**src/rtl/cache_pkg.sv**
```systemverilog
`default_nettype none

package cache_pkg;

	// word geometry
	localparam int word_width   = 16;
	localparam int tag_width    = 8;
	localparam int index_width  = 5;
	localparam int offset_width = 3;

	// cache geometry, direct mapped
	localparam int num_lines   = 1 << index_width;
	localparam int block_words = 1 << offset_width;

	// main memory timing and size
	localparam int mem_latency    = 4; // accepted read to response, in cycles
	localparam int mem_credits    = mem_latency; // keeps the read pipe full
	localparam int credit_width   = $clog2(mem_credits + 1);
	localparam int mem_words      = 4096;
	localparam int mem_addr_width = $clog2(mem_words); // higher address bits alias

	// one word address, seen either whole or split into its cache fields
	typedef union packed {
		logic [word_width-1:0] raw;
		struct packed {
			logic [tag_width-1:0]    tag;
			logic [index_width-1:0]  index;
			logic [offset_width-1:0] offset;
		} fields;
	} cache_addr_t;

endpackage

`default_nettype wire
```
**src/rtl/cache_tag_array.sv**
```systemverilog
`timescale 1ns/1ps
`default_nettype none

module cache_tag_array (
	input  wire logic                   clk,
	input  wire logic                   rst,
	input  wire cache_pkg::cache_addr_t lookup_addr,
	input  wire logic                   tag_wr,
	input  wire cache_pkg::cache_addr_t fill_addr,
	output logic                        hit
);

	import cache_pkg::*;

	logic [tag_width-1:0] tags [num_lines];
	logic [num_lines-1:0] valid;

	always_ff @(posedge clk) begin
		if (rst) begin
			valid <= '0;
		end else if (tag_wr) begin
			valid[fill_addr.fields.index] <= 1'b1;
		end
	end

	always_ff @(posedge clk) begin
		if (tag_wr) begin
			tags[fill_addr.fields.index] <= fill_addr.fields.tag;
		end
	end

	assign hit = valid[lookup_addr.fields.index]
		&& tags[lookup_addr.fields.index] == lookup_addr.fields.tag;

endmodule

`default_nettype wire

```
**config.mk**
```make
export PLATFORM = sky130hd
export DESIGN_NAME = cache_tag_array
export DESIGN_NICKNAME = d
export VERILOG_FILES = /design/src/rtl/cache_pkg.sv /design/src/rtl/cache_tag_array.sv
export SDC_FILE = /design/constraint.sdc
export NUM_CORES = 1
export LEC_CHECK = 0
export ABC_AREA = 1
export BUFFER_PORTS_ARGS = -buffer_cell sky130_fd_sc_hd__clkbuf_2
export CAP_MARGIN = 10
export CORE_MARGIN = 2
export CORE_UTILIZATION = 48
export DETAILED_ROUTE_END_ITERATION = 8
export HOLD_SLACK_MARGIN = 0.1
export SLEW_MARGIN = 20
export SYNTH_ARGS = -nofsm -noshare
export SYNTH_HDL_FRONTEND = slang
export SYNTH_SLANG_ARGS = --single-unit
```
**constraint.sdc**
```tcl
create_clock -name clk -period 2.5 [get_ports clk]
set_input_delay 0.5 -clock clk [delete_from_list [all_inputs] [get_ports clk]]
set_output_delay 0.5 -clock clk [all_outputs]
set_load 0.005 [all_outputs]
```
==> flow_metrics.tcl <==
set metrics [dict create \
    ys_seq_elements 288 \
    clkTransAtPathRegs_ns 0.06 \
    io_pins 36 \
    antenna_found_initial 1 \
    crit_fanout 20 \
    power.leakage_nw 5.43 \
    worstPathRequired_ns 2.00 \
    setup_violations 1 \
    die_y_um 162 \
    crit_arrival_ns 2.20 \
    fin_area_um2 14200 \
    wirelength_um 29500 \
    grt_pass1_vias 7812 \
    post-route-util 0.581 \
    synth_nets 1153 \
    ant_nets 0 \
    holdCritPathClass "reg -> reg" \
    synth_top_area_frac 0.644 \
    cts.path.max_buffers 3 \
    reg2regPathDepth 2 \
    grt_pass1_wl_um 44200 \
    vias_per_cell 5.27 \
    die_w_um 162 \
    cp-end-kind "primary output" \
    rsz0062_at_grt "yes" \
    drc 0 \
    synth_area_leaders "edfxtp_1 (64%), nand2_1 (12%), nand3_1 (9.5%), dfxtp_1 (5.4%), nor2_1 (3.6%)" \
    crit_type "in -> out" \
    final_layout_size_suffix_gt1_frac 0.151 \
    synth_common_cells "nand2_1 (370), edfxtp_1 (256), nand3_1 (226), nor2_1 (114), dfxtp_1 (32)" \
    grt_util_all_layers 0.222 \
    synth_most_common_cell "nand2_1" \
    dieArea_um2 26100 \
    fin_crit_sh 1.08 \
    overflow 0 \
    drtIter0Drc 562 \
    violations "negative setup slack" \
    status "complete, but fails checks" \
    slew_headroom 0.458 \
    initial_utilization 0.489 \
    async_flop_share 0 \
    synth_edf_count 256 \
    dr.pass1.iters 5 \
    fp.coreArea_um2 24400 \
    ir_drop_mv 0.476 \
    cts_buffers 30 \
    syn_area_um2 11900 \
    cellPowerDensity_nw_per_um2 725 \
    r2r_start "valid[13]" \
    reg2reg_setup_slack_ns 1.87 \
    startpoint "lookup_addr[3]" \
    synth_area_leader_cell "edfxtp_1" \
    synthCells 1118 \
    worst_pin_slew_ns 0.814 \
    area_growth_pct 18.7 \
    insertion_delay_ns 0.54 \
    endpoint "hit" \
    vias 8216 \
    grt_max_degree 33 \
    ys_warn_count 0 \
    holdWs_ns 0.465 \
    place_worst_setup_slack_ns -0.300 \
    fmax_mhz 371 \
    cts_tree "built" \
    cts_root_buffer "clkbuf_16" \
    hold_violations 0 \
    synth.avg_cell_area_um2 10.7 \
    place_area_um2 12900 \
    maxCapViolations 0 \
    ys.flop_type "edfxtp_1" \
    r2r_end "valid[13]" \
    drv_slew 0 \
    critPathLaunchType "input pin" \
    fin_crit_ns 2.70 \
    layout.nets 1246 \
    wl_per_cell_um 18.9 \
    h-tree-depth 1 \
    fin_worst_skew_ns 0 \
    rows 57 \
    hpwl_um 17200 \
    port_buffers 29 \
    yosysUniqueCellTypes 20 \
    tns_ns -0.199 \
    cts_sinks 288 \
    finalWorstSetupSlack_ns -0.199 \
    yosysSeqAreaShare 0.698 \
    post-cts-setup-buffer-count 0 \
    n_fill_cell 2054 \
    gp_congestion 0.848 \
]
[layout by cell type, fill, tap and decap left out, types with 3 or more instances in the layout]
cell type and count:
inv_1 28, nand3_1 214, nand2_1 366, nand3_2 12, o211ai_1 3, nor2_2 4, buf_12 12, nor2_1 110
nor3_1 12, buf_16 5, dfxtp_1 31, clkbuf_16 34, buf_4 69, clkbuf_2 27, o21ai_0 5, edfxtp_1 256
xor2_1 3, buf_6 3, clkinv_1 8, nand2_2 4, clkinv_2 8, clkbuf_1 9
[worst min-delay path by stage]
stage / to / cells past startpoint / start / slack, ns
floorplan: valid[11] / 2 / valid[11] / 0.43
global placement: valid[21] / 2 / valid[21] / 0.44
detailed placement: valid[9] / 2 / valid[9] / 0.46
CTS: valid[9] / 2 / valid[9] / 0.47
global route: valid[0] / 2 / valid[0] / 0.49
finish: valid[9] / 2 / valid[9] / 0.47
[kinds of logic after synthesis]
family / count (synthesis) / share of synthesized area
buf+inv: 94 / 0.0424
simple gates: 724 / 0.253
compound gates: 9 / 0.00440
flops: 288 / 0.698
xor+xnor: 3 / 0.00220
[power by group]
group,switching [mW],internal (mW)
registers,0.0139,5.29
logic,0.519,0.281
clock network,1.75,2.42
total,2.28,7.99
[flip-flops by register name, indices dropped and copies added (netlist names)]
register  count
valid        32
tags        256
[worst max-delay path: stages]
cell and delay [ns]:
buf_12 0.14, inv_16 0.12, buf_16 0.17, nand2_1 0.07, nand3_1 0.07, nand3_1 0.14
nand2_1 0.10, nand2_1 0.06, nand3_2 0.11, nand2_1 0.07, nand2_1 0.07, nand2_1 0.06
nor2_2 0.11, nand3_2 0.13, nor2_2 0.15, clkbuf_2 0.12
[metrics by stage]
stage,total power [mW],cells
floorplan,5.82,1118
global placement,6.13,1498
detailed placement,6.14,1498
CTS,10.3,1556
global route,10.6,1560
finish,10.3,1560
[cell type report]
type	count	area [µm²]	area share
diodes	1	2.50	0.000177
multi-input cells	736	3180	0.225
inverters	33	143	0.0101
well taps	324	405	0.0286
clock inverters	14	88.8	0.00627
flip-flops and latches	288	8330	0.588
repair buffers	122	1180	0.0831
clock buffers	42	837	0.0591
[repair_timing]
action                     in CTS  in global routing
cloned                          2                  3
setup endpoints to repair       1                  1
resized for setup              19                 24
pin swaps                       1                  3
hold buffers                    0                  0
[routing by layer]
metal	vias up	part of all wire	GRT usage
met5	-	0	0
met4	0	0.026	0.0672
met3	44	0.052	0.0271
met2	236	0.49	0.378
met1	3939	0.44	0.302
li1	3997	-	-
Note: power is estimated with default switching activity, not from simulation.
