===== src/rtl/cache_pkg.sv =====
`default_nettype none

package cache_pkg;

	// word geometry
	localparam int word_width   = 16;
	localparam int tag_width    = 8;
	localparam int index_width  = 5;
	localparam int offset_width = 3;

	// cache geometry, direct mapped
	localparam int num_lines   = 1 << index_width;
	localparam int block_words = 1 << offset_width;

	// main memory timing and size
	localparam int mem_latency    = 4; // accepted read to response, in cycles
	localparam int mem_credits    = mem_latency; // keeps the read pipe full
	localparam int credit_width   = $clog2(mem_credits + 1);
	localparam int mem_words      = 4096;
	localparam int mem_addr_width = $clog2(mem_words); // higher address bits alias

	// one word address, seen either whole or split into its cache fields
	typedef union packed {
		logic [word_width-1:0] raw;
		struct packed {
			logic [tag_width-1:0]    tag;
			logic [index_width-1:0]  index;
			logic [offset_width-1:0] offset;
		} fields;
	} cache_addr_t;

endpackage

`default_nettype wire

===== src/rtl/cache_data_array.sv =====
`timescale 1ns/1ps
`default_nettype none

module cache_data_array (
	input  wire logic                               clk,
	input  wire logic [cache_pkg::index_width-1:0]  rd_index,
	input  wire logic [cache_pkg::offset_width-1:0] rd_offset,
	input  wire logic                               wr_en,
	input  wire logic [cache_pkg::index_width-1:0]  wr_index,
	input  wire logic [cache_pkg::offset_width-1:0] wr_offset,
	input  wire logic [cache_pkg::word_width-1:0]   wr_data,
	output logic [cache_pkg::word_width-1:0]        rd_data
);

	import cache_pkg::*;

	// one flat array, line index in the upper address bits
	logic [word_width-1:0] words [num_lines * block_words];

	always_ff @(posedge clk) begin
		if (wr_en) begin
			words[{wr_index, wr_offset}] <= wr_data;
		end
	end

	assign rd_data = words[{rd_index, rd_offset}]; // same cycle read for hits

	a_wr_data_known: assert property (
		@(posedge clk)
		wr_en |-> !$isunknown(wr_data)
	);

endmodule

`default_nettype wire


===== config.mk =====
export PLATFORM = sky130hd
export DESIGN_NAME = cache_data_array
export DESIGN_NICKNAME = d
export VERILOG_FILES = /design/src/rtl/cache_pkg.sv /design/src/rtl/cache_data_array.sv
export SDC_FILE = /design/constraint.sdc
export NUM_CORES = 2
export LEC_CHECK = 0
export ABC_AREA = 0
export BUFFER_PORTS_ARGS = -buffer_cell sky130_fd_sc_hd__buf_4
export CAP_MARGIN = 40
export CORE_ASPECT_RATIO = 0.9
export CORE_MARGIN = 2
export CORE_UTILIZATION = 50
export DETAILED_ROUTE_END_ITERATION = 7
export GPL_ROUTABILITY_DRIVEN = 0
export PLACE_DENSITY = 0.67
export SETUP_SLACK_MARGIN = 0.15
export SLEW_MARGIN = 0
export SYNTH_ARGS = -nofsm -noshare
export SYNTH_HDL_FRONTEND = slang
export SYNTH_SLANG_ARGS = --single-unit

===== constraint.sdc =====
create_clock -name clk -period 5 [get_ports clk]
set_input_delay 0.75 -clock clk [delete_from_list [all_inputs] [get_ports clk]]
set_output_delay 0.75 -clock clk [all_outputs]
set_load 0.01 [all_outputs]

==> summary.md <==
| Metric | Value |
|---|---|
| Synthesis-to-layout area growth | 14.3% |
| Clock input transition at the sequential cells of the worst setup and hold paths | 60 ps |
| Post-Syn Nets | 7,378 |
| DRC errors left | 0 |
| Root Driver | clkbuf_16 |
| Final core occ | 0.573 |
| Status | complete, no violations |
| Final total power | 70.9 mW |
| First-pass GRT wire length | 582 mm |
| Crit path required time | 4250 ps |
| Sw Ratio | 0.216 |
| Num CTS Buffers | 399 |
| Dpl hpwl | 251 mm |
| Top cells by count, synth | edfxtp_1 (4,096), mux4_2 (797), mux2i_1 (565), nor2_1 (304), o221ai_1 (252) |
| Largest register by flop count | words |
| Final std cells w/o fill | 12,500 |
| Main synth FF type | edfxtp_1 |
| Sequential power share | 0.534 |
| Cell area after synthesis | 158,000 sq um |
| CTS tree | built |
| Final hold violation count | 0 |
| Routed WL | 413 mm |
| Syn Area/Cell | 21.6 sq um |
| GRT Util Overall | 0.254 |
| Ys async rst share | 0 |
| Clk buf depth | 4 |
| Critical path type | input pin to primary output |
| Seq/Total Area, Yosys | 0.777 |
| Buffers inserted by post-CTS timing repair | 0 |
| Top flop regs | words: 4096 flops |
| Final Net Count | 8,066 |
| Initial antenna violation count | 24 |
| Leading area contributor after synthesis | edfxtp_1 |
| Max Freq | 203 MHz |
| Core area | 316,000 sq um |
| Syn Inst Count | 7,344 |
| Startpoint Class | input pin |
| Vias per cell | 6.44 |
| Synth area leaders | edfxtp_1 (78%), mux4_2 (11%), mux2i_1 (3.6%), o221ai_1 (1.4%), nor2_1 (0.72%) |
| Tmin final | 4930 ps |
| Pleak | 57.9 nW |
| I/O Pins | 50 |
| Rows | 196 |
| Via count | 80,700 |
| CP max stage delay | 880 ps |
| Worst hold-check path type | input pin to register |
| CP max-delay cell | nor4_1 |
| Period utilization | 0.985 |
| Yosys cell types | 51 |
| Filler cells | 22,400 |
| Net load switching power | 15.3 mW |
| Combinational share of power | 0.054 |
| I/O Buffers | 49 |
| Fin worst setup slack | 75.0 ps |
| Least-Margin Pin Slew | 1310 ps |
| Pwr dens | 392 nW/um^2 |
| #FFs+latches synth | 4,096 |
| Die area | 321,000 sq um |
| Pre-antenna DRT Iters | 6 |
| Cell with the most instances after synthesis | edfxtp_1 |
| CTS sink count | 4,096 |
| Data arrival, critical path | 4180 ps |
| Largest net degree at the start of global routing | 150 |
| Die X | 597 microns |
| Crit-path cells | buf_8 -> or2_4 -> buf_12 -> buf_12 -> o221ai_1 -> o22ai_1 -> a21oi_1 -> buf_4 -> nand4_1 -> nor4_1 -> buf_4 |
| Internal Pwr Total | 55.6 mW |
| CP max FO | 56 |
| Die H | 538 microns |
| GRT overflow | 0 |
| Vias in the first global route | 78,900 |
| Setup WS pre-CTS | -213 ps |
| YS warnings | 0 |
| Max reg flops | 4,096 |
| Max VDD drop | 0.000295 V |
| Initial cell density of the core | 0.501 |
| Max-Cap Viols | 0 |
| Slew headroom | 0.124 |
| Share of cells above drive strength 1 | 0.272 |
| Slew Limit Fails | 0 |
| H-Tree Depth | 5 |
| Yosys top cell area share | 0.777 |
| Post-DR wirelength/cell | 33.0 microns |
| Clock share of power | 0.412 |
| Min Hold Slack | 211 ps |
| Final Setup Violations | 0 |
| EDFF count, synth | 4,096 |
| # placed instances | 11,800 |
| CP endpoint kind | primary output |
| Antenna Nets Post-Route | 0 |
| RSZ-0062 raised after global routing | no |
| DRT iter0 DRCs | 11,400 |
-- final cells by class --
class	instances	area (sq um)	share of cell area
antenna	16	40.0	0.000221
clock buffer	490	10300	0.0570
clock inverter	233	2290	0.0126
inverter	4	27.5	0.000152
multi-input combinational	2792	33100	0.183
sequential	4096	123000	0.679
tap	4158	5200	0.0287
timing repair buffer	739	7060	0.0390
-- logic make-up after synthesis --
logic type	Yosys count	synth area share
buffers and inverters	456	0.0170
muxes	1450	0.155
and+or+nand+nor	556	0.0158
AOI/OAI and AO/OA	786	0.0354
DFF	4096	0.777
-- power by group through the flow --
stage | Combinational, mW | Clock [mW] | Sequential [mW]
floorplan | 1.89 | 0 | 38.6
global placement | 3.69 | 0 | 38.6
detailed placement | 3.77 | 0 | 38.6
CTS | 3.80 | 29.5 | 37.9
global route | 3.97 | 30.9 | 37.8
finish | 3.82 | 29.2 | 37.9
-- routing by layer --
metal | vias to the layer above | GRT usage | routed length [microns]
li1 | 32600 | - | -
met5 | - | 0 | 44
met4 | 8 | 0.0831 | 14400
met2 | 4538 | 0.394 | 194000
met3 | 698 | 0.0632 | 44900
met1 | 42800 | 0.357 | 160000
-- per-stage QoR --
stage / TNS, ps / instance area, sq um
after CTS: 0 / 181000
after global placement: -1110 / 168000
after floorplan: 0 / 158000
after global routing: 0 / 181000
after detailed placement: -312 / 168000
final: 0 / 181000
-- worst max-delay path, delay by kind of cell --
family | cells | cell delay [ps]
buffers and inverters | 5 | 1010
AO/OA/AOI/OAI | 3 | 890
AND/OR/NAND/NOR | 3 | 1400
-- worst paths after layout --
path    startpoint                  endpoint  slack, ps  depth (start not counted)
min    wr_data[12]  words[152][12]$_DFFE_PP_        210                          1
max   rd_offset[1]               rd_data[15]         70                         11
-- cell usage in the layout (no fill, tap or decap), types with 16 or more instances in the layout --
cell / count
mux4_2: 797
buf_4: 581
clkbuf_1: 91
bufinv_16: 31
o31ai_1: 16
a211oi_1: 18
nand3_1: 26
clkbuf_16: 400
mux2_2: 88
nor2_2: 76
nor2_1: 228
a22oi_1: 41
o22ai_1: 148
nor3_1: 88
o32ai_1: 16
edfxtp_1: 4096
nand2_1: 36
diode_2: 16
clkinv_1: 103
nand4_1: 26
a221oi_1: 21
a22o_1: 31
mux2i_1: 565
buf_8: 38
a21oi_1: 175
o221ai_1: 252
o21ai_0: 35
buf_12: 84
clkinv_2: 64
-- what timing repair did --
action                     in CTS  in global routing
resized for setup              16                  9
setup endpoints to repair      11                  7
hold buffers                    0                  0
gates cloned                    1                  1
No activity file was read; power rests on OpenSTA's default activity.
