[src/rtl/cache_pkg.sv]
`default_nettype none

package cache_pkg;

	// word geometry
	localparam int word_width   = 16;
	localparam int tag_width    = 8;
	localparam int index_width  = 5;
	localparam int offset_width = 3;

	// cache geometry, direct mapped
	localparam int num_lines   = 1 << index_width;
	localparam int block_words = 1 << offset_width;

	// main memory timing and size
	localparam int mem_latency    = 4; // accepted read to response, in cycles
	localparam int mem_credits    = mem_latency; // keeps the read pipe full
	localparam int credit_width   = $clog2(mem_credits + 1);
	localparam int mem_words      = 4096;
	localparam int mem_addr_width = $clog2(mem_words); // higher address bits alias

	// one word address, seen either whole or split into its cache fields
	typedef union packed {
		logic [word_width-1:0] raw;
		struct packed {
			logic [tag_width-1:0]    tag;
			logic [index_width-1:0]  index;
			logic [offset_width-1:0] offset;
		} fields;
	} cache_addr_t;

endpackage

`default_nettype wire
[src/rtl/cache_fill_fsm.sv]
`timescale 1ns/1ps
`default_nettype none

module cache_fill_fsm (
	input  wire logic                             clk,
	input  wire logic                             rst,
	input  wire logic                             cpu_rd,
	input  wire logic                             hit,
	input  wire cache_pkg::cache_addr_t           cpu_addr,
	input  wire logic                             mem_rsp_valid,
	input  wire logic [cache_pkg::word_width-1:0] mem_rsp_data,
	output logic                                  busy,
	output logic                                  stall,
	output logic                                  mem_req_valid,
	output cache_pkg::cache_addr_t                mem_req_addr,
	output logic                                  fill_wr,
	output logic [cache_pkg::offset_width-1:0]    fill_offset,
	output logic [cache_pkg::word_width-1:0]      fill_data,
	output logic                                  tag_wr
);

	import cache_pkg::*;

	logic                    miss;
	cache_addr_t             base; // block address of the miss with offset zeroed
	logic [offset_width:0]   req_count; // msb set once all words are requested
	logic [offset_width-1:0] ret_offset; // offset of the next returning word
	logic [offset_width-1:0] ret_next;
	logic                    ret_carry; // last word of the block is returning
	logic [credit_width-1:0] credits;

	assign miss  = cpu_rd & ~hit;
	assign stall = busy | miss; // stall starts in the miss cycle itself

	assign {ret_carry, ret_next} = {1'b0, ret_offset} + 1'b1;

	// request address is the block base plus the request offset
	assign mem_req_addr.raw = base.raw + {{(word_width - offset_width){1'b0}},
		req_count[offset_width-1:0]};
	assign mem_req_valid = busy & ~req_count[offset_width] & (credits != '0);

	assign fill_wr     = busy & mem_rsp_valid;
	assign fill_offset = ret_offset;
	assign fill_data   = mem_rsp_data;
	assign tag_wr      = fill_wr & ret_carry; // tag goes in with the eighth word

	always_ff @(posedge clk) begin
		if (rst) begin
			busy       <= 1'b0;
			req_count  <= '0;
			ret_offset <= '0;
			credits    <= credit_width'(mem_credits);
		end else begin
			if (busy) begin
				busy <= ~tag_wr;
			end else begin
				busy <= miss;
			end

			if (!busy && miss) begin
				req_count <= '0;
			end else if (mem_req_valid) begin
				req_count <= req_count + 1'b1;
			end

			if (fill_wr) begin
				ret_offset <= ret_next; // wraps to zero at the end of the fill
			end

			credits <= credits - credit_width'(mem_req_valid)
				+ credit_width'(mem_rsp_valid);
		end
	end

	// capture on the idle to busy transition
	always_ff @(posedge clk) begin
		if (!busy && miss) begin
			base.fields.tag    <= cpu_addr.fields.tag;
			base.fields.index  <= cpu_addr.fields.index;
			base.fields.offset <= '0;
		end
	end

	a_credit_max: assert property (
		@(posedge clk) disable iff (rst)
		credits <= credit_width'(mem_credits)
	);

	// each accepted request comes back after the fixed memory latency
	a_rsp_latency: assert property (
		@(posedge clk) disable iff (rst)
		mem_req_valid |-> ##mem_latency mem_rsp_valid
	);

	// all words requested and only the eighth still outstanding
	a_tag_with_last_word: assert property (
		@(posedge clk) disable iff (rst)
		tag_wr |-> req_count[offset_width]
			&& credits == credit_width'(mem_credits - 1)
	);

endmodule

`default_nettype wire

[config.mk]
export PLATFORM = sky130hd
export DESIGN_NAME = cache_fill_fsm
export DESIGN_NICKNAME = d
export VERILOG_FILES = /design/src/rtl/cache_pkg.sv /design/src/rtl/cache_fill_fsm.sv
export SDC_FILE = /design/constraint.sdc
export NUM_CORES = 1
export LEC_CHECK = 0
export BUFFER_PORTS_ARGS = -buffer_cell sky130_fd_sc_hd__buf_2
export CAP_MARGIN = 20
export CORE_MARGIN = 5
export CORE_UTILIZATION = 40
export CTS_CLUSTER_SIZE = 24
export DETAILED_ROUTE_END_ITERATION = 10
export HOLD_SLACK_MARGIN = 0.02
export PLACE_DENSITY = 0.79
export SLEW_MARGIN = 10
export SYNTH_ARGS = -nofsm -noshare
export SYNTH_HDL_FRONTEND = slang
export SYNTH_SLANG_ARGS = --single-unit
[constraint.sdc]
create_clock -name clk -period 5.36 [get_ports clk]
set_input_delay 0 -clock clk [delete_from_list [all_inputs] [get_ports clk]]
set_output_delay 0 -clock clk [all_outputs]
set_load 0.05 [all_outputs]
==> impl_summary.log <==
INFO  metric post-cts-setup-buffer-count = 0
INFO  metric cts_sinks = 24
INFO  metric hold_path_class = input port to flop
INFO  metric grt_pass1_vias = between 700 and 800
INFO  metric drt_first_pass_iters = 4
INFO  metric globalplace.congestion = 0.6584
INFO  metric fill_cells = around 200
INFO  metric timing.fmax = 0.4461 GHz
INFO  metric remaining_max_slew_budget_at_the_tightest_pin = 37.41%
INFO  metric layout_worst_path_cycle_share = 41.82%
INFO  metric final_cell_count_no_fill = 176
INFO  metric ff2ff_path_depth = 10
INFO  metric setup.worst_path.class = flop to flop
INFO  metric power.share.sequential = ~50%
INFO  metric max_slew.worst_pin.slew = 0.9347 ns
INFO  metric layout_common_cells = 41 x buf_2, 31 x dlygate4sd3_1, 13 x edfxtp_1
INFO  metric postSynthNetCount = roughly 130
INFO  metric worstSkewPairLatency = 0.30 ns
INFO  metric yosysSeqAreaShare = 56.35%
INFO  metric clock-skew-final = 0.007520 ns
INFO  metric gr-usage-all-layers = 10.84%
INFO  metric maxCapViolations = 0
INFO  metric post_synth_num_cell_types = 27
INFO  metric ctsLongestPathBuffers = 2
INFO  metric floorplan.io_pins = 77
INFO  metric final_common_cell = buf_2
INFO  metric synthesis.area = 1084 sq um
INFO  metric cts_made_buffers = 3
INFO  metric ir_drop = 0.1844 mV
INFO  metric pin_count_of_the_biggest_net_entering_global_routing = 15
INFO  metric fin_crit = 2.241 ns
INFO  metric drtIter0Drc = 25
INFO  metric area_growth_syn_to_layout = 40.19%
INFO  metric outcome = finished clean
INFO  metric insertedDiodeCount = 0
INFO  metric initial_core_util = 42.58%
INFO  metric dp.cells = 141
INFO  metric setup.worst_path.end_class = flop
INFO  metric switching_fraction_of_total_power = 32.45%
INFO  metric std_cell_rows = 18
INFO  metric post_drt_wl_per_cell = 12.56 microns
INFO  metric route.vias.total = 797
INFO  metric grt_setup_unrepaired = false
INFO  metric hold_slack = 0.08624 ns
INFO  metric clkPwrFrac = approximately a fifth
INFO  metric cell_internal_pwr = 295.0 uW
INFO  metric report.final.hold_viol_count = 0
INFO  metric maxSlewViolCount = 0
INFO  metric final.setup.worst_slack = 3.119 ns
INFO  metric h_tree_levels = 1
INFO  metric synth_edf_count = 13
INFO  metric floorplan.die_area = around 3800 sq um
INFO  metric place.detailed.hpwl = between 1.5 and 2 mm
INFO  metric grt.overflow.total = 0
INFO  metric ctsRootBufferMaster = clkbuf_4
INFO  metric async_sr_flop_fraction = 0%
INFO  metric drive_gt1_share = 33.56%
INFO  metric ys_ff_latch = 24
INFO  metric viasPerCell = approximately 4.5
INFO  metric min_delay_path_depth = 3
INFO  metric antenna_found_initial = 0
INFO  metric grt_pass1_wl = 3.139 mm
INFO  metric cp_data_required_time = ~5.6 ns
INFO  metric cts.clk_slew.worst_paths = 0.12 ns
INFO  metric antenna_violating_nets_post_route = 0
INFO  metric critical_path_peak_fanout = 8
INFO  metric cts_tree = yes
INFO  metric place_ws = 3.107 ns
INFO  metric combPwrFrac = 29.2%
INFO  metric synthFlopType = edfxtp_1
INFO  metric post_detailed_routing_wire_length = 2.211 mm
INFO  metric total_power = 436.8 uW
INFO  metric avgSynthCellArea = 12.04 sq um
INFO  metric yosysWarningCount = 0
INFO  metric power_leakage = ~0.00068 uW
INFO  metric nets = 189
INFO  metric worstPathArrival = approximately 2.5 ns
INFO  metric core-area = 2545 sq um
INFO  metric floorplan.die.height = 62.05 microns
INFO  metric fp.dieW = 62.05 microns
INFO  metric port_buffers = slightly above 40
INFO  metric switchingPower = 141.7 uW
INFO  metric number_of_instances_in_the_synthesized_netlist = 90
INFO  metric final_setup_violation_count = 0
INFO  metric critical_path.startpoint_type = flop
INFO  metric remaining_drc_errors = 0
INFO  metric power.density_cell_area = 287.5 nW/um^2
INFO  metric tns = 0 ns
-- cell usage after synthesis (2+ instances only) --
cell	count	area (sq um)
buf_4	19	142.6
edfxtp_1	13	390.4
dfxtp_1	11	220.2
nor2_1	6	22.52
inv_1	5	18.77
a21oi_1	4	20.02
ha_1	4	50.05
nand3_1	3	15.01
o21ai_0	3	15.01
xor2_1	3	26.28
nand2_1	2	7.510
or3_1	2	12.51
-- per-stage QoR --
stage,util [%],area [sq um]
6_report,59.69,1519
5_1_grt,59.69,1519
4_1_cts,59.69,1519
3_5_place_dp,46.07,1172
3_3_place_gp,46.07,1172
2_1_floorplan,-,1084
-- area by class of cell --
cell class                 count  area [sq um]  area share (%)
multi-input combinational     41         300.3           19.77
timing repair buffer          72         515.5           33.94
tap                           30         37.54           2.471
clock buffer                   4         36.28           2.389
inverter                       5         18.77           1.236
sequential                    24         610.6           40.20
-- critical path: stages, from the launching register on --
cell	delay (ns)
dfxtp_1	0.35
nor3_2	0.36
nor2_1	0.11
ha_1	0.30
inv_1	0.05
ha_1	0.13
inv_1	0.05
fa_1	0.37
xor2_1	0.18
xnor2_1	0.16
nand2b_1	0.08
-- registers in the layout, summed over array words and instances (netlist names) --
signal       cells
base            13
req_count        4
credits          3
fill_offset      3
busy             1
-- layer usage --
layer	share of wire (%)	GRT usage (%)	vias up
li1	-	-	397
met1	38	12.90	348
met2	46	18.79	50
met3	15	3.512	2
met4	0.18	2.727	0
met5	0	0	-
-- cells by family (layout without fill, tap and decap cells) --
logic type                 count (synthesis)  after routing  share of synthesized area (%)
adders and majority gates                  5              5                          6.467
buffers and inverters                     25             81                          15.94
AOI/OAI and AO/OA                          9              9                          4.850
and+or+nand+nor                           23             23                          13.17
DFF                                       24             24                          56.35
xor gates and xnor gates                   4              4                          3.234
-- power by group through the flow --
stage	combinational, uW	sequential, uW	clock [uW]
after detailed placement	87.6	224	0
after floorplan	82.0	239	0
after CTS	130	219	91.6
final	128	219	90.2
after global routing	140	221	102
after global placement	82.9	222	0
-- worst paths after layout --
| path | from | end | slack [ns] |
|---|---|---|---|
| setup / recovery | credits[2] | credits[2] | 3.12 |
| hold / removal | cpu_rd | busy | 0.09 |
| hold reg to reg | fill_offset[1] | fill_offset[1] | 0.52 |
| setup reg to reg | credits[2] | credits[2] | 3.12 |
-- what timing repair did --
action | in CTS | in global routing
endpoints found under the hold margin | 36 | 0
resized for setup | 0 | 0
hold buffers | 31 | 0
(Power assumes the default switching activity.)
